$ cat src/logic/ipdc_pkg.sv
package ipdc_pkg;

// --------------------------------------------------
// channel, window and kernel sizes
// --------------------------------------------------
localparam int C_WIDTH   = 8;
localparam int C_LENGTH  = 8;
localparam int MAX_DEPTH = 32;
localparam int D_WIDTH   = 2;
localparam int D_AREA    = D_WIDTH * D_WIDTH;
localparam int K_WIDTH   = 3;
localparam int K_AREA    = K_WIDTH * K_WIDTH;

localparam int PIX_W     = 8;
localparam int ADDR_W    = 11;    // 32 channels of 64 pixels
localparam int OUT_W     = 14;
localparam int ORIGIN_W  = 6;     // row * 8 + col

// --------------------------------------------------
// encodings
// --------------------------------------------------
typedef enum logic [3:0] {
	OP_LOAD     = 4'd0,
	OP_SHIFT_R  = 4'd1,
	OP_SHIFT_L  = 4'd2,
	OP_SHIFT_U  = 4'd3,
	OP_SHIFT_D  = 4'd4,
	OP_DEPTH_DN = 4'd5,
	OP_DEPTH_UP = 4'd6,
	OP_DISPLAY  = 4'd7,
	OP_CONV     = 4'd8
} op_mode_e;

// value is the channel count
typedef enum logic [5:0] {DEPTH_8 = 6'd8, DEPTH_16 = 6'd16, DEPTH_32 = 6'd32} depth_e;

typedef enum logic [2:0] {ST_IDLE, ST_READY, ST_WAIT_OP, ST_LOAD, ST_SCAN, ST_DRAIN} ctrl_state_e;

endpackage
$ cat src/logic/output_filter.sv
`timescale 1ns/1ps

module output_filter (
	input  logic                            i_clk,
	input  logic                            i_rst_n,
	input  logic                            i_conv_mode,
	input  logic [ipdc_pkg::PIX_W-1:0]      i_rd_data,
	input  logic                            i_tap_valid,
	input  logic                            i_tap_pad,
	input  logic [1:0]                      i_tap_pos,
	input  logic [1:0]                      i_tap_weight_sel,
	input  logic                            i_tap_last,
	output logic                            o_out_valid,
	output logic [ipdc_pkg::OUT_W-1:0]      o_out_data,
	output logic                            o_done
);

// kernel weights sum to 16 per channel
localparam int ACC_W = ipdc_pkg::PIX_W + 4 + $clog2(ipdc_pkg::MAX_DEPTH);

logic [ACC_W-1:0] acc [ipdc_pkg::D_AREA];
logic [ACC_W-1:0] term;
logic [ACC_W-1:0] rounded;
logic             emit_busy;
logic [1:0]       emit_idx;
logic             disp_tap;

assign disp_tap = i_tap_valid && !i_conv_mode;
assign term     = i_tap_pad ? '0 : ACC_W'(i_rd_data) << i_tap_weight_sel;    // x1 x2 x4
assign rounded  = acc[emit_idx] + ACC_W'(8);

// --------------------------------------------------
// Gaussian accumulators
// --------------------------------------------------
always_ff @(posedge i_clk) begin
	if (i_tap_valid && i_conv_mode)
		acc[i_tap_pos] <= acc[i_tap_pos] + term;
	else if (!emit_busy)
		for (int i = 0; i < ipdc_pkg::D_AREA; i++)
			acc[i] <= '0;    // cleared between scans
end

always_ff @(posedge i_clk or negedge i_rst_n) begin
	if (!i_rst_n) begin
		emit_busy   <= 1'b0;
		emit_idx    <= '0;
		o_out_valid <= 1'b0;
		o_done      <= 1'b0;
	end else begin
		o_out_valid <= disp_tap || emit_busy;
		o_done      <= disp_tap && i_tap_last;
		if (i_tap_valid && i_conv_mode && i_tap_last) begin
			emit_busy <= 1'b1;
			emit_idx  <= '0;
		end else if (emit_busy) begin
			emit_idx <= emit_idx + 1'b1;
			if (emit_idx == ipdc_pkg::D_AREA - 1) begin
				emit_busy <= 1'b0;
				o_done    <= 1'b1;    // with the fourth result
			end
		end
	end
end

always_ff @(posedge i_clk) begin
	if (emit_busy)
		o_out_data <= ipdc_pkg::OUT_W'(rounded >> 4);
	else
		o_out_data <= ipdc_pkg::OUT_W'(i_rd_data);    // display pixel
end

endmodule

$ cat config.mk
export PLATFORM = sky130hd
export DESIGN_NAME = output_filter
export DESIGN_NICKNAME = d
export VERILOG_FILES = /design/src/logic/ipdc_pkg.sv /design/src/logic/output_filter.sv
export SDC_FILE = /design/constraint.sdc
export NUM_CORES = 1
export LEC_CHECK = 0
export BUFFER_PORTS_ARGS = -buffer_cell sky130_fd_sc_hd__buf_2
export CAP_MARGIN = 10
export CORE_MARGIN = 1.5
export CORE_UTILIZATION = 35
export DETAILED_ROUTE_END_ITERATION = 12
export GPL_TIMING_DRIVEN = 0
export PLACE_DENSITY_LB_ADDON = 0.3
export SLEW_MARGIN = 20
export SYNTH_ARGS = -nofsm -noshare
export SYNTH_HDL_FRONTEND = slang
export SYNTH_SLANG_ARGS = --single-unit
$ cat constraint.sdc
create_clock -name i_clk -period 5.9 [get_ports i_clk]
set_input_delay 0.885 -clock i_clk [delete_from_list [all_inputs] [get_ports i_clk]]
set_output_delay 0.885 -clock i_clk [all_outputs]
set_load 0.05 [all_outputs]
# == After elaboration in Yosys (flattened, before gate mapping) ==
# Memories as Yosys holds them, arrays and structs flattened.
# Cells that the tools add are included.
# word_totals
reg_bits,19
mem_bits_rw,68
inputBits,18
out_inout_bits,16
wordCells,38
mem_count,1
# memory_table
memory,depth,word_bits,rd,rd_clocked_by_memory_dff,write_ports,line,rtl
acc,4,17,2,0,4,output_filter.sv:21,logic [ACC_W-1:0] acc [ipdc_pkg::D_AREA];
# classes
n_addsub,3
n_eq_ne,1
shift,1
muxes,18
reduce_logical,8
# op_table
operator,n
$mux 17,2
$add 17x17->17,1
$add 17x4->17 const B,1
$reduce_or 17->1,1
$shl 8x2->17,1
$mux 1,12
$mux 8,1
$mux 2,3
$logic_and 1x1->1,4
$add 2x1->2 const B,1
$eq 2x2->1 const B,1
$reduce_bool 2->1,1
$logic_not 1->1,1
$logic_or 1x1->1,1

# == Longest topological paths before layout ==
# logic_depth
ltp_word,6
depth_mapped,13
depth_no_buf,11

# == Worst setup path before layout ==
# OpenSTA, ideal clock, no wires.
# synth_path
kind,input to register
start,in i_tap_pos[1]
end,"mem acc[3][14] (netlist bit), data pin"
arrival_time_ns,3.660
slack_ns,1.974
stages,11
path_buffers,2
path_cell_list,buf_6 -> buf_2 -> mux4_2 -> ha_1 -> fa_1 -> a211oi_2 -> nor3b_1 -> o41a_1 -> o2111ai_2 -> xor2_2 -> nor2_1
# synth_lines
element,line,rtl
from (decl),output_filter.sv:10,"input logic [1:0] i_tap_pos,"
to (decl),output_filter.sv:21,

==> metrics <==
Critical Path Sink acc[3][12]; Ports 34; Pwr Density 398.2 mW/mm^2; r2r setup slk 2550 ps; first-pass GRT wire length 20490 um; Die X 120.4 um; Worst path max stage delay 610 ps; Slew headroom 0.3868; largest net degree at the start of global routing 18; Syn Area/Cell between 10 and 15 um^2; Critical Path RT 5970 ps; DP Worst Slack between 1000 and 1500 ps; WL/cell 18.70 um; reg2reg path depth 9; CP Capture Type flip-flop; Final Worst Setup Slack 1390 ps; drt pass-1 iters 5; Worst Path Max Fanout 10; Main synth FF type dfxtp_1; worst skew pair latency 350 ps; die area 0.01450 mm^2; Starting Density 0.3615; Yosys reg bits 86; synthesis warning total 0; Tmin final 4510 ps; post-CTS setup buffer count 0; synthesized area 0.004825 mm^2; Antenna Violating Nets Remaining 0; maximum vdd drop 195.3 uV; RSZ-0062 raised after global routing no; GRT Overall Usage 0.1859; number of antenna violations at the first check in global routing 0; Antenna diodes 0; Post-Route Setup TNS 0 ps; Lkg Pwr 2.178 nW; worst-margin pin slew approximately 910 ps; CP Class in2reg; clock buffer count from CTS 9; Min-Delay Path Class in2async; Hold-fix buffers, CTS 0; port buffer count 31; Post-synth EDFFs 17; syn nets 499; sequential-to-total area share from yosys stat 0.3973; area grow syn2layout 13.33%; CP Launch Type input port; worst r2r src acc[3][0]; most used cell, CP buf_2; Synth area leader dfxtp_1; Bufs on Longest Clock Path 2; top post-synthesis cells by area dfxtp_1 (27%), edfxtp_1 (11%), mux4_2 (8.9%); count of cell types in the netlist 59; Final Max Slew Viols 0; Starting DRT DRC Count between 300 and 400; Hold Violations, Final 0; beginning of the critical path i_tap_pos[0]; total of max-cap violations 0; FP Rows 42; CTS sink count 86; drt drc 0; H-Tree Depth 3; # resized after CTS 0; clock root buffer master clkbuf_16; final period utilization 0.7644; final setup violation count 0; CP cell instances buf_2 > buf_2 > clkbuf_1 > mux4_2 > ha_1 > fa_1 > a211oi_2 > nor3b_1 > o41a_1 > o21ai_1 > xor2_1 > nor2_1; core box area 0.01335 mm^2; layout net count roughly 540; reg2reg end acc[3][12]; DRT Wirelength 12910 um; DP HPWL 9405 um; Async SR Flop Fraction 0.05814; vias post-DR between 3k and 4k; Synth top area share 0.2656; via count of the first global-routing pass 3661; Via density 5.610; status finished clean; Reg clk slew, reported paths 60 ps; Cells after Synth about 470; die height 120.4 um; layout cell share with drive strength beyond 1 0.1712; gr ovfl total 0; GPL Wtd Cong 0.8917; CTS tree yes; Hold Slack ~350 ps; Setup Skew 10.19 ps; Crit-path slowest cell clkbuf_1; crit path DAT 4580 ps; Achievable Freq between 200 and 250 MHz
-- synth_stat cells, types with 7 or more instances --
master,n
mux4_1,15
nand3_1,38
nor2_1,40
ha_1,13
inv_1,8
o21ai_0,30
a21o_1,7
o21ai_1,8
a21oi_1,31
clkbuf_1,22
mux4_2,19
nand2_1,44
dfxtp_1,64
xor2_1,16
a211oi_1,7
xnor2_1,8
edfxtp_1,17
-- stage by stage --
step / std cells / total power, mW / util / area (um^2)
2_1_floorplan: 467 / 1.426 / - / 4825
3_5_place_dp: 674 / 1.666 / 0.3896 / 5200
6_report: 690 / 2.177 / 0.4096 / 5468
4_1_cts: 690 / 2.186 / 0.4096 / 5468
5_1_grt: 690 / 2.284 / 0.4096 / 5468
3_3_place_gp: 674 / 1.648 / 0.3896 / 5200
-- layout make-up --
type                       count  area (um^2)
fill                        1365         7880
multi-input combinational    341         2714
sequential                    86         1917
clock buffer                  11        232.7
tap                          176        220.2
buffer                        32        163.9
timing repair buffer          31        155.1
clock inverter                 5        35.03
inverter                       8        30.03
-- kinds of logic (layout without fill, tap and decap cells) --
family,count (synthesis),after routing,share of synthesized area
DFF,86,86,0.3973
buffers and inverters,40,87,0.04020
AOI/OAI and AO/OA,101,101,0.1292
and+or+nand+nor,158,158,0.1603
other,1,1,0.0007773
adders and majority gates,14,14,0.03786
muxes,42,42,0.1875
xor gates and xnor gates,25,25,0.04694
-- worst max-delay path, delay by kind of cell --
family | cells | cell delay [ps]
compound gates | 3 | 970
xor+xnor | 1 | 370
fa+ha+maj | 2 | 700
buf+inv | 3 | 1030
mux | 1 | 410
simple gates | 2 | 200
-- how the worst min path moves through the flow --
stage	to	slack, ps
after CTS	o_out_valid	350
after global placement	acc[1][1]	440
after global routing	emit_busy	350
final	emit_busy	350
after detailed placement	acc[1][0]	450
after floorplan	acc[0][0]	430
-- cells in the final DEF, fill, tap and decap left out, types with 4 or more instances in the layout --
cell	instances
dfxtp_1	64
nand2_1	44
nor2_1	40
nand3_1	38
buf_2	35
a21oi_1	31
o21ai_0	30
clkbuf_1	24
mux4_2	19
edfxtp_1	17
xor2_1	16
mux4_1	15
ha_1	13
clkbuf_16	9
xnor2_1	8
inv_1	8
o21ai_1	8
a21o_1	7
a211oi_1	7
and2_1	6
mux2i_1	6
nor3_1	6
dfrtp_1	5
nand4_1	4
and3_1	4
nor2b_1	4
-- flip-flops by register name, summed over array words and instances (netlist names) --
signal,flops
acc,68
o_out_data,13
emit_idx,2
emit_busy,1
o_done,1
o_out_valid,1
-- power breakdown --
| group | switching, mW | internal [mW] |
|---|---|---|
| combinational | 0.569 | 0.285 |
| sequential | 0.0637 | 0.743 |
| clock | 0.232 | 0.286 |
| total | 0.864 | 1.31 |
-- per-layer routing --
layer  track usage  vias up  part of all wire
li1              -     1822                 -
met1        0.2602     1896              0.46
met2        0.2958      140              0.46
met3       0.03396       13             0.063
met4       0.05147        0             0.015
met5             0        -                 0
Note: power is estimated with default switching activity, not from simulation.
