## config.mk

```make
export PLATFORM = sky130hd
export DESIGN_NAME = op_control
export DESIGN_NICKNAME = d
export VERILOG_FILES = /design/src/logic/ipdc_pkg.sv /design/src/logic/op_control.sv
export SDC_FILE = /design/constraint.sdc
export NUM_CORES = 1
export LEC_CHECK = 0
export BUFFER_PORTS_ARGS = -buffer_cell sky130_fd_sc_hd__buf_4
export CORE_MARGIN = 4
export CORE_UTILIZATION = 30
export CTS_CLUSTER_DIAMETER = 50
export DETAILED_ROUTE_END_ITERATION = 6
export GPL_TIMING_DRIVEN = 0
export PLACE_DENSITY_LB_ADDON = 0.15
export SLEW_MARGIN = 15
export SYNTH_ARGS = -nofsm -noshare
export SYNTH_HDL_FRONTEND = slang
export SYNTH_SLANG_ARGS = --single-unit
```

## constraint.sdc

```tcl
create_clock -name i_clk -period 2 [get_ports i_clk]
set_clock_uncertainty 0.15 [all_clocks]
set_input_delay 0.2 -clock i_clk [delete_from_list [all_inputs] [get_ports i_clk]]
set_output_delay 0.2 -clock i_clk [all_outputs]
set_load 0.05 [all_outputs]
```

## src/logic/ipdc_pkg.sv

```systemverilog
package ipdc_pkg;

// --------------------------------------------------
// channel, window and kernel sizes
// --------------------------------------------------
localparam int C_WIDTH   = 8;
localparam int C_LENGTH  = 8;
localparam int MAX_DEPTH = 32;
localparam int D_WIDTH   = 2;
localparam int D_AREA    = D_WIDTH * D_WIDTH;
localparam int K_WIDTH   = 3;
localparam int K_AREA    = K_WIDTH * K_WIDTH;

localparam int PIX_W     = 8;
localparam int ADDR_W    = 11;    // 32 channels of 64 pixels
localparam int OUT_W     = 14;
localparam int ORIGIN_W  = 6;     // row * 8 + col

// --------------------------------------------------
// encodings
// --------------------------------------------------
typedef enum logic [3:0] {
	OP_LOAD     = 4'd0,
	OP_SHIFT_R  = 4'd1,
	OP_SHIFT_L  = 4'd2,
	OP_SHIFT_U  = 4'd3,
	OP_SHIFT_D  = 4'd4,
	OP_DEPTH_DN = 4'd5,
	OP_DEPTH_UP = 4'd6,
	OP_DISPLAY  = 4'd7,
	OP_CONV     = 4'd8
} op_mode_e;

// value is the channel count
typedef enum logic [5:0] {DEPTH_8 = 6'd8, DEPTH_16 = 6'd16, DEPTH_32 = 6'd32} depth_e;

typedef enum logic [2:0] {ST_IDLE, ST_READY, ST_WAIT_OP, ST_LOAD, ST_SCAN, ST_DRAIN} ctrl_state_e;

endpackage
```

## src/logic/op_control.sv

```systemverilog
`timescale 1ns/1ps

module op_control (
	input  logic                            i_clk,
	input  logic                            i_rst_n,
	input  logic                            i_op_valid,
	input  ipdc_pkg::op_mode_e              i_op_mode,
	input  logic                            i_in_valid,
	input  logic [ipdc_pkg::PIX_W-1:0]      i_in_data,
	input  logic                            i_done,
	output logic                            o_op_ready,
	output logic                            o_in_ready,
	output logic                            o_wr_en,
	output logic [ipdc_pkg::ADDR_W-1:0]     o_wr_addr,
	output logic [ipdc_pkg::PIX_W-1:0]      o_wr_data,
	output logic                            o_scan_start,
	output logic                            o_conv_mode,
	output logic [ipdc_pkg::ORIGIN_W-1:0]   o_origin,
	output ipdc_pkg::depth_e                o_depth
);

localparam int XY_W    = $clog2(ipdc_pkg::C_WIDTH);
localparam int MAX_COL = ipdc_pkg::C_WIDTH - ipdc_pkg::D_WIDTH;     // window stays inside
localparam int MAX_ROW = ipdc_pkg::C_LENGTH - ipdc_pkg::D_WIDTH;

ipdc_pkg::ctrl_state_e            state;
ipdc_pkg::op_mode_e               op_mode_r;
logic [ipdc_pkg::ADDR_W-1:0]      wr_cnt;
logic [XY_W-1:0]                  col;
logic [XY_W-1:0]                  row;
logic                             accept;

assign col          = o_origin[XY_W-1:0];
assign row          = o_origin[ipdc_pkg::ORIGIN_W-1:XY_W];
assign accept       = o_in_ready && i_in_valid;
assign o_in_ready   = (state == ipdc_pkg::ST_LOAD);
assign o_scan_start = (state == ipdc_pkg::ST_SCAN);      // one cycle after the op
assign o_conv_mode  = (op_mode_r == ipdc_pkg::OP_CONV);

// --------------------------------------------------
// sequencer
// --------------------------------------------------
always_ff @(posedge i_clk or negedge i_rst_n) begin
	if (!i_rst_n) begin
		state      <= ipdc_pkg::ST_IDLE;
		op_mode_r  <= ipdc_pkg::OP_LOAD;
		o_op_ready <= 1'b0;
		wr_cnt     <= '0;
		o_origin   <= '0;
		o_depth    <= ipdc_pkg::DEPTH_32;
	end else begin
		o_op_ready <= (state == ipdc_pkg::ST_READY);    // single cycle pulse
		case (state)
			ipdc_pkg::ST_IDLE:  state <= ipdc_pkg::ST_READY;
			ipdc_pkg::ST_READY: state <= ipdc_pkg::ST_WAIT_OP;
			ipdc_pkg::ST_WAIT_OP: begin
				if (i_op_valid) begin
					op_mode_r <= i_op_mode;
					state     <= ipdc_pkg::ST_IDLE;
					case (i_op_mode)
						ipdc_pkg::OP_LOAD: begin
							state  <= ipdc_pkg::ST_LOAD;
							wr_cnt <= '0;
						end
						ipdc_pkg::OP_SHIFT_R: if (col < MAX_COL) o_origin <= o_origin + 1'b1;
						ipdc_pkg::OP_SHIFT_L: if (col > 0) o_origin <= o_origin - 1'b1;
						ipdc_pkg::OP_SHIFT_U:
							if (row > 0) o_origin <= o_origin - ipdc_pkg::ORIGIN_W'(ipdc_pkg::C_WIDTH);
						ipdc_pkg::OP_SHIFT_D:
							if (row < MAX_ROW) o_origin <= o_origin + ipdc_pkg::ORIGIN_W'(ipdc_pkg::C_WIDTH);
						ipdc_pkg::OP_DEPTH_DN:
							o_depth <= (o_depth == ipdc_pkg::DEPTH_32) ? ipdc_pkg::DEPTH_16
							                                           : ipdc_pkg::DEPTH_8;
						ipdc_pkg::OP_DEPTH_UP:
							o_depth <= (o_depth == ipdc_pkg::DEPTH_8) ? ipdc_pkg::DEPTH_16
							                                          : ipdc_pkg::DEPTH_32;
						ipdc_pkg::OP_DISPLAY, ipdc_pkg::OP_CONV: state <= ipdc_pkg::ST_SCAN;
						default: state <= ipdc_pkg::ST_IDLE;    // illegal opcode
					endcase
				end
			end
			ipdc_pkg::ST_LOAD: begin
				if (accept) begin
					wr_cnt <= wr_cnt + 1'b1;
					if (&wr_cnt)
						state <= ipdc_pkg::ST_IDLE;    // 2048th pixel
				end
			end
			ipdc_pkg::ST_SCAN:  state <= ipdc_pkg::ST_DRAIN;
			ipdc_pkg::ST_DRAIN: if (i_done) state <= ipdc_pkg::ST_IDLE;
			default:            state <= ipdc_pkg::ST_IDLE;
		endcase
	end
end

// load writes land one cycle after acceptance
always_ff @(posedge i_clk or negedge i_rst_n) begin
	if (!i_rst_n)
		o_wr_en <= 1'b0;
	else
		o_wr_en <= accept;
end

always_ff @(posedge i_clk) begin
	o_wr_addr <= wr_cnt;
	o_wr_data <= i_in_data;
end

endmodule

```

# Yosys cells after proc, flatten, opt, wreduce, memory -nomap -nowiden
# Cells that the tools add are included.
# word_totals
ff_bits	51
inputBits	17
# classes
add_sub_neg	5
n_lt_le_gt_ge	4
n_eq_ne	25
muxes	18
n_reduce_logical	13
# op_table
cell	n
$mux W11	3
$mux W6	5
$pmux W6 S4	1
$pmux W11 S2	1
$pmux W3 S6	1
$eq A4 B3 Y1 const B	4
$mux W3	4
$ne A2 B2 Y1 const B	6
$pmux W6 S2	1
$add A11 B1 Y11 const B	1
$reduce_and A11 Y1	1
$eq A4 B2 Y1 const B	2
$eq A4 B4 Y1 const B	2
$reduce_and A4 Y1	2
$reduce_and A7 Y1	1
$add A6 B1 Y6 const B	1
$add A6 B4 Y6 const B	1
$eq A3 B2 Y1 const B	2
$eq A3 B3 Y1 const B	2
$eq A6 B4 Y1 const B	1
$eq A6 B6 Y1 const B	1
$gt A3 B1 Y1 const B	2
$lt A3 B3 Y1 const B	2
$ne A2 B1 Y1 const B	3
14 further kinds	15

# Longest topological paths before layout
# logic_depth
depth_word	5
depth_mapped	9
ltp_nobuf	9

# Worst setup path before layout
# OpenSTA, ideal clock, no wires.
# synth_path
path_type	register -> output
start	reg op_mode_r[1]
end	out o_conv_mode
arrival_ns	2.028
required_ns	1.650
path_slack_ns	-0.378
stages_incl_launch_ff	2
n_path_buf	0
cell_sequence	dfrtp_1 -> nor4b_1
# synth_between
elab_chain_cells	1
# synth_rtl
element	line	rtl
start, declared	op_control.sv:27	ipdc_pkg::op_mode_e op_mode_r;
start signal, assigned	op_control.sv:46	op_mode_r <= ipdc_pkg::OP_LOAD;
start signal, assigned	op_control.sv:58	op_mode_r <= i_op_mode;
$eq A4 B4 Y1	op_control.sv:38	assign o_conv_mode = (op_mode_r == ipdc_pkg::OP_CONV);
end, declared	op_control.sv:17	output logic o_conv_mode,
# No other way between the ends.

# Worst setup path after layout
# layout_path
start	reg o_origin[0] in the netlist's numbering
end	reg o_origin[1] in the netlist's numbering
# layout_between
elab_chain_cells	3
# layout_rtl
element	line	rtl
start, declared	op_control.sv:18	output logic [ipdc_pkg::ORIGIN_W-1:0] o_origin,
start signal, assigned	op_control.sv:65	ipdc_pkg::OP_SHIFT_R: if (col < MAX_COL) o_origin <= o_origin + 1'b1;
start signal, assigned	op_control.sv:66	ipdc_pkg::OP_SHIFT_L: if (col > 0) o_origin <= o_origin - 1'b1;
start signal, assigned	op_control.sv:68	if (row > 0) o_origin <= o_origin - ipdc_pkg::ORIGIN_W'(ipdc_pkg::C_WIDTH);
$add A6 B4 Y6 (tied with other cells)	op_control.sv:70	if (row < MAX_ROW) o_origin <= o_origin + ipdc_pkg::ORIGIN_W'(ipdc_pkg::C_WIDTH);
$mux W6 (tied with other cells)	op_control.sv:70	
$pmux W6 S4 / $reduce_and A7 Y1 (equally long branches)	--	
# Parallel ways exist; a longest one is shown, timed or not. The select of a mux whose other input is x is not followed.
# A chain may end at the register's enable or synchronous reset.

==> flow_summary.toml <==
[timing]
rsz0062_at_grt = "true"
fmaxAchievable_mhz = 506
layout_min_cycle_time_ns = 1.98
hold_viol = 0
setup_viol = 0
final.setup.tns_ns = 0
slew_viol_final = 0
finalCritPeriodShare_pct = 98.9

[clock_network]
cts_tree = "done"
max-clock-path-buffers = 2
cts.clk_slew.worst_paths_ns = 0.09
ctsHtreeMaxLevel = 2
cts.sinks = 48
cts_buffers = 5
cts-root-buf = "clkbuf_8"
clock_latency_ns = 0.30

[die]
die_w_um = 91.6
die_y_um = 91.6
dieArea_mm2 = 0.00838
rows = 30
ioPinCount = 53
start_util_pct = 30.8
core_area_mm2 = 0.00679

[routing]
first_pass_iters = 4
vias_per_cell = 4.68
wl_per_cell_um = 13.2
drtIter0Drc = 28
vias = 1693
ant_nets = 0
routed_wl_um = 4780
drc = 0

[place]
gp_congestion = 0.743
portBuffers = 48
post_dp_cell_area_mm2 = 0.00260
place_inst = 341
hpwl_um = 3150

[outcome]
outcome = "finished clean"

[synth]
synth_top_area_share_pct = 33.5
synth_edf_count = 0
yosys.area.top_type = "dfrtp_1"
ys_types = 54
netlist_area_mm2 = 0.00209
yosysWarnings = 0
syn_area_per_cell_um2 = 10.7
synthArstFlopShare_pct = 60.4
synth.top_cells.by_area = "dfrtp_1 (33%), dfxtp_1 (18%), o21ai_1 (4.1%)"
ys_seq_area_share_pct = 52.9
ys.flop_type = "dfrtp_1"
syn_inst = 195
synth-seq-cells = 48

[hold_path]
min_path_type = "in -> reg"
min_to = "op_mode_r[2]"
min_from = "i_op_mode[2]"
whs_path_depth = 2

[critical_path]
crit_path_start_kind = "register"
required_ns = 2.04
crit_path_end_kind = "register"
worstPathMaxFanout = 5
r2r_cells = 5
rrSetupSlack_ns = 0.02
regToRegStartpoint = "o_origin[0]"
r2r-end = "o_origin[1]"
cp.arrival_ns = 2.02
crit_type = "reg -> reg"

[final_layout]
final_common_cell = "buf_4"
drive_gt1_share_pct = 36.8
stdcell_count = 362
nets = 285
layout_common_cells = "buf_4 (57), dfrtp_1 (24), dfxtp_1 (19)"
area.growth.synth_to_final_pct = 38.8
antenna_cells = 0
utilization_pct = 42.8
finalInstanceArea_mm2 = 0.00291

[global_route]
grt_max_degree = 30
grt_pass1_wl_um = 7940
antenna_found_initial = 0
grt-ovfl-total = 0
track_usage_pct = 11.8
grt_pass1_vias = 1593

[power]
p_leak_nw = 1.32
power.density_mw_per_mm2 = 830
vdd.ir_drop.worst_mv = 0.342

[job]
maxCapViolCount = 0
-- metal layers --
layer	up-vias	share of wire [%]	track usage, %
met5	-	0	0
met4	0	1.1	4.40
met3	5	5.5	3.81
met2	38	47	17.7
met1	815	47	15.7
li1	835	-	-
-- worst max-delay path by stage --
stage,start,end,slack [ns],depth (start not counted)
after detailed placement,i_op_mode[1],o_origin[4],-0.31,10
after floorplan,i_op_mode[2],o_origin[4],-0.06,9
after global routing,o_origin[1],o_origin[4],-0.09,7
after global placement,i_op_mode[1],o_origin[4],-0.27,10
final,o_origin[0],o_origin[1],0.02,5
after CTS,o_origin[1],o_origin[1],0.003,5
-- critical path, cell delays in order (launching register included) --
cell and delay, ns:
dfrtp_2 0.45, or3_1 0.40, o32ai_1 0.39, nor4_4 0.09, nand2_2 0.10, mux2_4 0.29
-- per-stage QoR --
step	hold slack [ns]	total power [W]	setup WS, ns
3_3_place_gp	0.0131	0.00166	-0.273
6_report	0.0410	0.00241	0.0222
5_1_grt	0.0235	0.00255	-0.0888
4_1_cts	0.0246	0.00244	0.00342
2_1_floorplan	-0.246	0.00150	-0.0564
3_5_place_dp	0.00987	0.00167	-0.311
-- repair_timing --
action,in CTS,in global routing
gates cloned,0,0
buffers inserted,1,4
hold buffers,9,0
pin swaps,1,4
hold endpoints to repair,37,0
endpoints found under the setup margin,16,16
resized for setup,2,15
-- logic make-up after synthesis --
kind of cell	Yosys count	share of synthesized area [%]
other	1	0.179
XOR/XNOR	7	2.93
AO/OA/AOI/OAI	47	13.6
flip-flops	48	52.9
buffers and inverters	17	4.96
multiplexers	7	3.88
adder cells (fa/ha/maj)	3	2.15
AND/OR/NAND/NOR	65	19.4
-- Yosys cell counts, types with 3 or more instances --
cell type   n
and3_1      4
mux2_2      5
buf_4       6
nand4_1     3
o21ai_0     4
dfxtp_1    19
nand2_1    17
nor2_1      7
inv_1       4
o21ai_1    17
dfrtp_1    28
a31oi_1     6
a21oi_1     7
nor3_1      4
nand3_1     9
xnor2_1     5
-- flip-flops by register name (all words and copies together) (netlist names) --
signal	count
o_depth	3
o_op_ready	1
o_origin	6
o_wr_addr	11
o_wr_data	8
o_wr_en	1
op_mode_r	4
state	3
wr_cnt	11
-- layout make-up --
class / instances / area [µm²]
fillers: 663 / 3890
flip-flops and latches: 48 / 1110
multi-input cells: 132 / 956
repair buffers: 62 / 488
well taps: 96 / 120
plain buffers: 10 / 83.8
clock buffers: 6 / 82.6
clock inverters: 2 / 38.8
inverters: 6 / 25.0
-- where the power goes --
group          total, W  internal [W]  switching (W)
combinational  0.000512      0.000172       0.000340
clock          0.000744      0.000409       0.000335
sequential      0.00116       0.00107      0.0000883
total           0.00241       0.00165       0.000763
No activity file was read; power rests on OpenSTA's default activity.
