[src/logic/ipdc_pkg.sv]
package ipdc_pkg;

// --------------------------------------------------
// channel, window and kernel sizes
// --------------------------------------------------
localparam int C_WIDTH   = 8;
localparam int C_LENGTH  = 8;
localparam int MAX_DEPTH = 32;
localparam int D_WIDTH   = 2;
localparam int D_AREA    = D_WIDTH * D_WIDTH;
localparam int K_WIDTH   = 3;
localparam int K_AREA    = K_WIDTH * K_WIDTH;

localparam int PIX_W     = 8;
localparam int ADDR_W    = 11;    // 32 channels of 64 pixels
localparam int OUT_W     = 14;
localparam int ORIGIN_W  = 6;     // row * 8 + col

// --------------------------------------------------
// encodings
// --------------------------------------------------
typedef enum logic [3:0] {
	OP_LOAD     = 4'd0,
	OP_SHIFT_R  = 4'd1,
	OP_SHIFT_L  = 4'd2,
	OP_SHIFT_U  = 4'd3,
	OP_SHIFT_D  = 4'd4,
	OP_DEPTH_DN = 4'd5,
	OP_DEPTH_UP = 4'd6,
	OP_DISPLAY  = 4'd7,
	OP_CONV     = 4'd8
} op_mode_e;

// value is the channel count
typedef enum logic [5:0] {DEPTH_8 = 6'd8, DEPTH_16 = 6'd16, DEPTH_32 = 6'd32} depth_e;

typedef enum logic [2:0] {ST_IDLE, ST_READY, ST_WAIT_OP, ST_LOAD, ST_SCAN, ST_DRAIN} ctrl_state_e;

endpackage
[src/logic/window_scan.sv]
`timescale 1ns/1ps

module window_scan (
	input  logic                            i_clk,
	input  logic                            i_rst_n,
	input  logic                            i_scan_start,
	input  logic                            i_conv_mode,
	input  logic [ipdc_pkg::ORIGIN_W-1:0]   i_origin,
	input  ipdc_pkg::depth_e                i_depth,
	output logic                            o_rd_en,
	output logic [ipdc_pkg::ADDR_W-1:0]     o_rd_addr,
	output logic                            o_tap_valid,
	output logic                            o_tap_pad,
	output logic [1:0]                      o_tap_pos,
	output logic [1:0]                      o_tap_weight_sel,
	output logic                            o_tap_last
);

localparam int CH_W = $clog2(ipdc_pkg::MAX_DEPTH);
localparam int XY_W = $clog2(ipdc_pkg::C_WIDTH);

logic            busy;
logic [CH_W-1:0] ch;
logic [1:0]      pos;                 // bit 0 column, bit 1 row
logic [1:0]      kr, kc;
logic [1:0]      off_r, off_c;
logic [XY_W+1:0] row, col;            // wide enough for -1 and 8
logic            pad, tap_end, pos_end, ch_end, last;
logic [1:0]      wsel;
logic            s1_pad, s1_last;
logic [1:0]      s1_pos, s1_wsel;

// --------------------------------------------------
// tap position and border check
// --------------------------------------------------
always_comb begin
	off_r   = i_conv_mode ? kr : 2'd1;    // display reads the center only
	off_c   = i_conv_mode ? kc : 2'd1;
	row     = (XY_W+2)'(i_origin[ipdc_pkg::ORIGIN_W-1:XY_W]) + (XY_W+2)'(pos[1])
	          + (XY_W+2)'(off_r) - 1'b1;
	col     = (XY_W+2)'(i_origin[XY_W-1:0]) + (XY_W+2)'(pos[0])
	          + (XY_W+2)'(off_c) - 1'b1;
	pad     = (row >= ipdc_pkg::C_LENGTH) || (col >= ipdc_pkg::C_WIDTH);
	wsel    = 2'(off_r == 2'd1) + 2'(off_c == 2'd1);    // corner 0 edge 1 center 2
	tap_end = !i_conv_mode
	          || (kr == ipdc_pkg::K_WIDTH - 1 && kc == ipdc_pkg::K_WIDTH - 1);
	pos_end = (pos == ipdc_pkg::D_AREA - 1);
	ch_end  = (int'(ch) == int'(i_depth) - 1);
	last    = tap_end && pos_end && ch_end;
end

// channel, position, tap counters
always_ff @(posedge i_clk or negedge i_rst_n) begin
	if (!i_rst_n) begin
		busy <= 1'b0;
		ch   <= '0;
		pos  <= '0;
		kr   <= '0;
		kc   <= '0;
	end else if (i_scan_start) begin
		busy <= 1'b1;
		ch   <= '0;
		pos  <= '0;
		kr   <= '0;
		kc   <= '0;
	end else if (busy) begin
		if (last)
			busy <= 1'b0;
		if (!tap_end) begin
			if (kc == ipdc_pkg::K_WIDTH - 1) begin
				kc <= '0;
				kr <= kr + 1'b1;
			end else begin
				kc <= kc + 1'b1;
			end
		end else begin
			kr  <= '0;
			kc  <= '0;
			pos <= pos + 1'b1;    // wraps after bottom-right
			if (pos_end)
				ch <= ch + 1'b1;
		end
	end
end

// --------------------------------------------------
// read issue and tag delay
// --------------------------------------------------
always_ff @(posedge i_clk or negedge i_rst_n) begin
	if (!i_rst_n) begin
		o_rd_en     <= 1'b0;
		o_tap_valid <= 1'b0;
	end else begin
		o_rd_en     <= busy;
		o_tap_valid <= o_rd_en;    // buffer data valid now
	end
end

always_ff @(posedge i_clk) begin
	o_rd_addr        <= {ch, row[XY_W-1:0], col[XY_W-1:0]};
	s1_pad           <= pad;
	s1_pos           <= pos;
	s1_wsel          <= wsel;
	s1_last          <= last;
	o_tap_pad        <= s1_pad;
	o_tap_pos        <= s1_pos;
	o_tap_weight_sel <= s1_wsel;
	o_tap_last       <= s1_last;
end

endmodule

[config.mk]
export PLATFORM = sky130hd
export DESIGN_NAME = window_scan
export DESIGN_NICKNAME = d
export VERILOG_FILES = /design/src/logic/ipdc_pkg.sv /design/src/logic/window_scan.sv
export SDC_FILE = /design/constraint.sdc
export NUM_CORES = 1
export LEC_CHECK = 0
export BUFFER_PORTS_ARGS = -buffer_cell sky130_fd_sc_hd__buf_2
export CORE_ASPECT_RATIO = 1.2
export CORE_MARGIN = 5
export CORE_UTILIZATION = 57
export DETAILED_ROUTE_END_ITERATION = 6
export PLACE_DENSITY = 0.82
export SLEW_MARGIN = 20
export SYNTH_ARGS = -nofsm -noshare
export SYNTH_HDL_FRONTEND = slang
export SYNTH_SLANG_ARGS = --single-unit
export TNS_END_PERCENT = 50
[constraint.sdc]
create_clock -name i_clk -period 3.38 [get_ports i_clk]
set_input_delay 0.338 -clock i_clk [delete_from_list [all_inputs] [get_ports i_clk]]
set_output_delay 0.338 -clock i_clk [all_outputs]
set_load 0.03 [all_outputs]
## Word level (Yosys, flattened, before mapping)

Index checks and enable logic that the tools add are counted.

- Bits in registers: 37
- Input port bits: 16
- Output and inout bits: 19
- Logic and storage cells: 69

- $add $sub $neg: 12
- $lt $le $gt $ge: 2
- Eq/ne operators: 6
- Muxes and demuxes: 20
- Reductions and logical operators: 13

Operators by type and width:

| kind | number |
|---|---|
| 2-bit two-way mux | 13 |
| 5-bit two-way mux | 4 |
| 4-bit by 2-bit adder with 5-bit output | 2 |
| 5-bit by 4-bit >= comparator with 1-bit output (second input constant) | 2 |
| 5-bit by 1-bit subtractor with 5-bit output (second input constant) | 2 |
| 3-bit by 1-bit adder with 4-bit output | 2 |
| 6-bit by 7-bit equality test with 1-bit output | 1 |
| 6-bit by 1-bit subtractor with 7-bit output (second input constant) | 1 |
| 2-bit by 1-bit adder with 2-bit output (second input constant) | 3 |
| 2-bit equality test (second input constant) | 3 |
| 2-bit nonzero test | 3 |
| 5-bit by 1-bit adder with 5-bit output (second input constant) | 1 |
| 2-bit by 1-bit equality test with 1-bit output (second input constant) | 2 |
| 2-bit AND reduction | 2 |
| 1-bit logical AND | 3 |
| 1-bit two-way mux | 3 |
| 3-bit AND reduction | 1 |
| 3-bit nonzero test | 1 |
| 1-bit by 1-bit adder with 2-bit output | 1 |
| 1-bit logical OR | 2 |
| 1-bit zero test | 1 |

## Depth between registers and ports, before layout

Gate-level depths: netlist (run 1).

- Depth in word-level cells: 8
- Depth in mapped cells: 9
- Mapped depth without buffers: 8

## Worst setup path after synthesis (run 1)

Ideal clock, no wire load.

- Path type: in2reg
- Start: input port i_conv_mode
- End: register s1_pad
- Library setup time: 0.126 ns
- Arrival: 1.772 ns
- Required time: 3.254 ns
- Setup slack: 1.482 ns
- Stages: 9
- Buffers on the path: 1
- Cell sequence: clkbuf_1 nor2b_1 ha_1 inv_1 ha_1 a21o_1 a21oi_1 xnor2_1 nand3_1

- Cells in the longest elaborated chain, start to end: 5
- Elaborated cells between the ends (all ways): 9
- Those cells by class: add/sub (4); order compare (2); mux (2); reduce/logical (1)

Ends and longest elaborated chain:

| item | line | RTL |
|---|---|---|
| start, declared | window_scan.sv:7 | `input logic i_conv_mode,` |
| 2-bit two-way mux, on equally long branches | window_scan.sv:37, window_scan.sv:38 |  |
| 4-bit by 2-bit adder with 5-bit output, on equally long branches | window_scan.sv:40, window_scan.sv:42 |  |
| 5-bit by 1-bit subtractor with 5-bit output, on equally long branches | window_scan.sv:40, window_scan.sv:42 |  |
| 5-bit by 4-bit >= comparator with 1-bit output | window_scan.sv:43 | `pad = (row >= ipdc_pkg::C_LENGTH) \|\| (col >= ipdc_pkg::C_WIDTH);` |
| 1-bit logical OR (*) | window_scan.sv:43 |  |
| named net pad | window_scan.sv:28 | `logic pad, tap_end, pos_end, ch_end, last;` |
| end signal, assigned | window_scan.sv:101 | `s1_pad <= pad;` |
| end, declared | window_scan.sv:30 | `logic s1_pad, s1_last;` |

Mark *: on every way through the listed nets, which the timed path passes. The rest lies on a longest branch.
A chain may end at the register's enable or synchronous reset.

## Final worst setup path (run 1)

- Start: register kc[1]
- End: register s1_pad

- Cells in the longest elaborated chain, start to end: 5

Ends and longest elaborated chain:

| item | line | RTL |
|---|---|---|
| start, declared | window_scan.sv:25 | `logic [1:0] kr, kc;` |
| start signal, assigned | window_scan.sv:74 | `kc <= kc + 1'b1;` |
| 2-bit two-way mux | window_scan.sv:38 | `off_c = i_conv_mode ? kc : 2'd1;` |
| 4-bit by 2-bit adder with 5-bit output | window_scan.sv:42 | `+ (XY_W+2)'(off_c) - 1'b1;` |
| 5-bit by 1-bit subtractor with 5-bit output | window_scan.sv:42 |  |
| 5-bit by 4-bit >= comparator with 1-bit output | window_scan.sv:43 |  |
| 1-bit logical OR | window_scan.sv:43 |  |
| named net pad | window_scan.sv:28 |  |

The timed path passes the listed nets, and every way through them passes these cells.

==> results of run 1 <==
## kinds of logic (layout without fill, tap and decap cells)
group / count (synthesis) / after routing / synth area share, %
buf+inv: 21 / 61 / 4.62
fa+ha+maj: 21 / 21 / 16.3
mux: 4 / 4 / 2.35
compound gates: 24 / 24 / 9.82
xor+xnor: 14 / 14 / 7.18
simple gates: 37 / 37 / 12.2
flops: 37 / 37 / 47.5
## synthesized netlist by cell type, drive strengths merged (2+ instances only)
cell type   n
a21o        2
nor3        2
and2        2
xnor2       4
nor2b       5
o211ai      3
clkbuf      3
fa          2
nand3       2
nor2       11
xor2       10
inv        18
ha         19
a2bb2oi     2
dfxtp      23
nand3b      2
o21ai       2
mux2i       4
nand2b      2
nand2       4
dfrtp      14
a21oi       7
## flip-flops by register name, summed over array words and instances, names as in the netlist, 2 cells and up
name              count
o_rd_addr            11
ch                    5
kc                    2
kr                    2
o_tap_pos             2
o_tap_weight_sel      2
pos                   2
s1_pos                2
s1_wsel               2
## worst register-to-register path: stages (launching register included)
cell	delay [ns]
dfrtp_1	0.47
nand2_1	0.09
ha_1	0.28
inv_1	0.07
ha_1	0.30
a21o_1	0.16
a21oi_1	0.17
xnor2_1	0.15
nand3_1	0.09
## through the flow
stage / util (%) / total power [W] / hold WS [ns] / setup WS, ns
2_1_floorplan: - / 0.000593 / 0.0424 / 1.48
3_3_place_gp: 67.2 / 0.000638 / 0.255 / 1.48
3_5_place_dp: 67.2 / 0.000645 / 0.250 / 1.40
4_1_cts: 69.5 / 0.000862 / 0.258 / 1.49
5_1_grt: 69.5 / 0.000900 / 0.287 / 1.34
6_report: 69.5 / 0.000851 / 0.272 / 1.50
## area by class of cell
type / instances / area [um2] / share of cell area (%)
Timing Repair Buffer: 35 / 180 / 9.13
Tap cell: 34 / 42.5 / 2.16
Sequential cell: 37 / 811 / 41.1
Clock inverter: 3 / 17.5 / 0.888
Clock buffer: 5 / 37.5 / 1.90
Multi-Input combinational cell: 100 / 817 / 41.4
Inverter: 18 / 67.6 / 3.42
## worst max path at each step
| stage | end | start | cells past startpoint |
|---|---|---|---|
| after floorplan | s1_pad | i_conv_mode | 9 |
| after global placement | s1_pad | i_conv_mode | 9 |
| after detailed placement | s1_pad | i_conv_mode | 9 |
| after CTS | s1_pad | kc[1] | 8 |
| after global routing | s1_pad | kc[0] | 8 |
| final | s1_pad | kc[1] | 8 |
## power by group through the flow
stage,clock network (W),registers [W],logic (W)
3_3_place_gp,0,0.000489,0.000148
6_report,0.000217,0.000480,0.000153
5_1_grt,0.000246,0.000484,0.000170
3_5_place_dp,0,0.000490,0.000154
4_1_cts,0.000225,0.000481,0.000156
2_1_floorplan,0,0.000534,0.0000596
## per-layer routing
metal  track usage [%]  vias up  part of all wire, %
li1                  -      610                    -
met1              15.2      583                   37
met2              26.9       30                   53
met3              4.97        8                  6.7
met4              8.37        0                  2.7
met5                 0        -                    0
## what timing repair did
| item | in CTS | in global routing |
|---|---|---|
| endpoints found under the hold margin | 14 | 0 |
| hold buffers | 1 | 0 |
| endpoints found under the setup margin | 0 | 0 |
==> impl_metrics.ini, run 1 <==
[clock_network]
post-cts-setup-buffer-count = 0
cts.sinks = 37
cts_max_level = 2
cts_root_buf = clkbuf_4
clk_latency_ns = 0.34
clk_pin_slew_worst_paths_ns = 0.10
post_cts_resized = 0
clk_path_buf_depth = 2
numCtsBuffers = 5
cts_tree = built

[setup_path]
worst_path_largest_cell_delay_ns = 0.47
cpMaxStageDelayCell = dfrtp_1
r2r_start = kc[1]
cp_num_buf_inv = 1
crit_path_end_kind = flop
crit_path_cell_trace = nand2_1 > ha_1 > inv_1 > ha_1 > a21o_1 > a21oi_1 > xnor2_1 > nand3_1
worstSetupStartpointType = flop
worst_path_dominant_cell_family = adder cells
r2r-end = s1_pad
critPathKind = flop to flop
critPathRequiredTime_ns = 3.60
crit_fanout = 8
crit_top_cell = ha_1
ff2ff_path_depth = 8
ff2ff_setup_slack_ns = 1.50
critical_path_arrival_ns = 2.11

[placed_design]
place_inst = 223
io_buffers = 34
placed_area_mm2 = 0.00191
gp_congestion = 0.806
post-dp-hpwl_um = 2310

[die]
initial_core_util_pct = 60.1
ios = 35
fp.dieH_um = 69.9
rows = 21
core_mm2 = 0.00284
fp.dieW_um = 60.0
dieArea_mm2 = 0.00419

[global_route]
grt_max_degree = 15
grt_pass1_wl_um = 4970
grt_usage_pct = 15.3
antenna_found_initial = 0
grt_pass1_vias = 1275
overflow = 0

[power_and_ir_drop]
vdd_drop_max_uv = 342
powerDensity_mw_per_mm2 = 431
p_sw_w = 0.000247
power_frac_seq_pct = 56.4
p_int_w = 0.000603
switching_share_pct = 29.1
leakagePower_nw = 1.01
combPwrFrac_pct = 18.0
clockPowerShare_pct = 25.6

[synthesis]
yosysTopAreaCellShare_pct = 27.0
synth-seq-area-share_pct = 47.5
synth_cell_types = 37
avgSynthCellArea_um2 = 10.8
synth_area_mm2 = 0.00171
synth_largest_area_cell = dfxtp_1
syn_nets = 195
ys.flop_type = dfxtp_1
synthTopCellsByArea = dfxtp_1 (27%), dfrtp_1 (21%), ha_1 (14%)
async_reset_ff_share_pct = 37.8
synth_edf_count = 0
ys_warn_count = 0
yosys_register_bits = 37
synth_cells = 158

[drt]
vias = 1231
vias_per_cell = 5.31
drt_iter0_markers = 22
wl_um = 2880
drc = 0
avgRoutedWirePerCell_um = 12.4
ant_nets = 0
dr.pass1.iters = 4

[timing]
hold_viol = 0
max-slew-margin-rel_pct = 75.3
rsz0062_at_grt = false
fmax_ghz = 0.531
period_share_pct = 55.7
setup_viol = 0
setup-tns-final_ns = 0
finClkSkew_ns = 0.00736
worst_pin_slew_ns = 0.367
min_period_ns = 1.88
slew_violations = 0

[layout]
final_common_cell = buf_2
nFillCells = 225
finalNetCount = 234
layout_common_cells = buf_2 (34), dfxtp_1 (23), ha_1 (19), inv_1 (18), dfrtp_1 (14)
antenna_cells = 0
area_growth_pct = 15.6
layout.cells.non_filler = 232
final_cell_area_mm2 = 0.00197
drive_gt1_share_pct = 21.7

[flow_run]
maxCapViolCount = 0

[min_path]
hold_path.startpoint = i_origin[2]
hold_depth = 3
min_to = s1_pad
min_path_type = input port to flop

[run_status]
status = complete, no violations
Note: power is estimated with default switching activity, not from simulation.
==> run 2, diff against run 1 <==
--- a/config.mk
+++ b/config.mk
@@ -8,9 +8,9 @@
 export BUFFER_PORTS_ARGS = -buffer_cell sky130_fd_sc_hd__buf_2
 export CORE_ASPECT_RATIO = 1.2
 export CORE_MARGIN = 5
-export CORE_UTILIZATION = 57
+export CORE_UTILIZATION = 53
 export DETAILED_ROUTE_END_ITERATION = 6
-export PLACE_DENSITY = 0.82
+export PLACE_DENSITY = 0.78
 export SLEW_MARGIN = 20
 export SYNTH_ARGS = -nofsm -noshare
 export SYNTH_HDL_FRONTEND = slang
==> constraint.sdc (replaced) <==
create_clock -name i_clk -period 1.8 [get_ports i_clk]
set_input_delay 0.18 -clock i_clk [delete_from_list [all_inputs] [get_ports i_clk]]
set_output_delay 0.18 -clock i_clk [all_outputs]
set_load 0.03 [all_outputs]
==> run 2 against run 1 <==
  * First-iteration DRC count is 110% higher
  * Worst setup slack worse by 1.4 ns
  * Sequential share of layout area is 1.7 points lower
  * Largest cell class unchanged
  * Largest power group unchanged
==> impl_metrics.ini, run 2 (synthesis gave the netlist of run 1 again) <==
[layout]
finalNetCount = 243
regArea_um2 = 811
nFillCells = 261
reg.largest.list = o_rd_addr: 11 flops, ch: 5 flops
antenna_cells = 0
drive_gt1_share_pct = 28.0
final_common_cell = buf_2
multi_input_area_um2 = 832
largest_reg_flops = 11
area_growth_pct = 20.6
largest-register = o_rd_addr
layout_common_cells = buf_2 (34), dfxtp_1 (23), ha_1 (18), inv_1 (17), dfrtp_1 (14)
post-route-util_pct = 66.8

[clock_network]
clk_path_buf_depth = 2
numCtsBuffers = 5
cts_root_buf = clkbuf_4
clk_latency_ns = 0.34
cts_max_level = 2
cts.sinks = 37
clk_pin_slew_worst_paths_ns = 0.11
cts_tree = built

[flow_run]
maxCapViolCount = 0

[min_path]
hold_path.startpoint = i_origin[2]
hold_depth = 3
min_path_type = input port to flop

[die]
core_mm2 = 0.00308
fp.dieH_um = 72.2
fp.dieW_um = 61.8
ios = 35
rows = 22
initial_core_util_pct = 55.4
dieArea_mm2 = 0.00446

[timing]
layout_setup_ws_ns = 0.0476
fmax_ghz = 0.571
hold_ws_ns = 0.103
slew_violations = 0
max-slew-margin-rel_pct = 71.5
min_period_ns = 1.75
hold_viol = 0
worst_pin_slew_ns = 0.423
setup_viol = 0
period_share_pct = 97.4
rsz0062_at_grt = true
finClkSkew_ns = 0.00772

[setup_path]
r2r_start = kr[1]
ff2ff_path_depth = 8
crit_start = kr[1]
crit_path_end_kind = flop
critPathRequiredTime_ns = 2.02
critical_path_arrival_ns = 1.98
worstSetupStartpointType = flop
crit_fanout = 2
critPathKind = flop to flop

[drt]
ant_nets = 0
wl_um = 3000
drc = 0
vias_per_cell = 5.20
drt_iter0_markers = 47
avgRoutedWirePerCell_um = 12.3
dr.pass1.iters = 4
vias = 1264

[global_route]
grt_usage_pct = 15.2
grt_pass1_wl_um = 5070
grt_max_degree = 15
overflow = 0
grt_pass1_vias = 1272
antenna_found_initial = 0

[placed_design]
gp_congestion = 0.798
io_buffers = 34
place_ws_ns = 0.00569
post-dp-hpwl_um = 2350

[power_and_ir_drop]
power_w = 0.00162
clockPowerShare_pct = 25.4
powerDensity_mw_per_mm2 = 787
p_int_w = 0.00115
combPwrFrac_pct = 19.3
switching_share_pct = 29.3
p_sw_w = 0.000474
vdd_drop_max_uv = 612
leakagePower_nw = 1.05
power_frac_seq_pct = 55.3

[run_status]
status = complete, no violations
==> run 2: changes by cell type in the layout (fill, tap and decap cells not counted), sizes merged <==
cell,previous run,this run
buf,34,43
==> run 2: cell type report <==
cell class	instances	share of cell area, %
multi-input combinational	100	40.4
sequential	37	39.4
timing repair buffer	44	12.0
inverter	18	3.28
tap	36	2.19
clock buffer	5	1.82
clock inverter	3	0.851
==> run 2: through the flow <==
step	setup TNS, ns	cells	cell area, um2
after floorplan	0	158	1710
after global placement	0	232	1960
after detailed placement	0	232	1960
after CTS	0	241	2030
after global routing	-0.0510	243	2060
final	0	243	2060
==> run 2: timing repair <==
item / 4_1_cts / 5_1_grt
setup endpoints to repair: 0 / 2
hold buffers: 1 / 0
gates resized for setup: 0 / 7
endpoints found under the hold margin: 14 / 0
buffers inserted: 0 / 2
==> run 2: power by group through the flow <==
stage / sequential [W] / clock, W / combinational, W
floorplan: 0.00100 / 0 / 0.000112
global placement: 0.000913 / 0 / 0.000296
detailed placement: 0.000915 / 0 / 0.000306
CTS: 0.000897 / 0.000434 / 0.000309
global route: 0.000903 / 0.000481 / 0.000350
finish: 0.000896 / 0.000411 / 0.000313
==> run 2: per-layer routing <==
layer / global-route usage (%) / share of wire [%]
met2: 26.9 / 54
met5: 0 / 0
met3: 6.94 / 7.2
met1: 14.9 / 37
met4: 5.90 / 2.1
==> run 2: final timing paths <==
kind	to	slack, ns
setup / recovery	s1_pad	0.05
hold / removal	s1_pad	0.10
setup reg to reg	s1_pad	0.05
hold reg to reg	o_tap_pad	0.34
max in group asynchronous	o_tap_valid	1.30
min in group asynchronous	pos[0]	0.25
==> run 2: critical path, cell delays in order, from the launching register on <==
cell     delay (ns)
dfrtp_1        0.36
nand2_1        0.06
ha_1           0.27
inv_1          0.07
ha_1           0.29
a21o_1         0.17
a21oi_2        0.17
xnor2_1        0.15
nand3_1        0.10
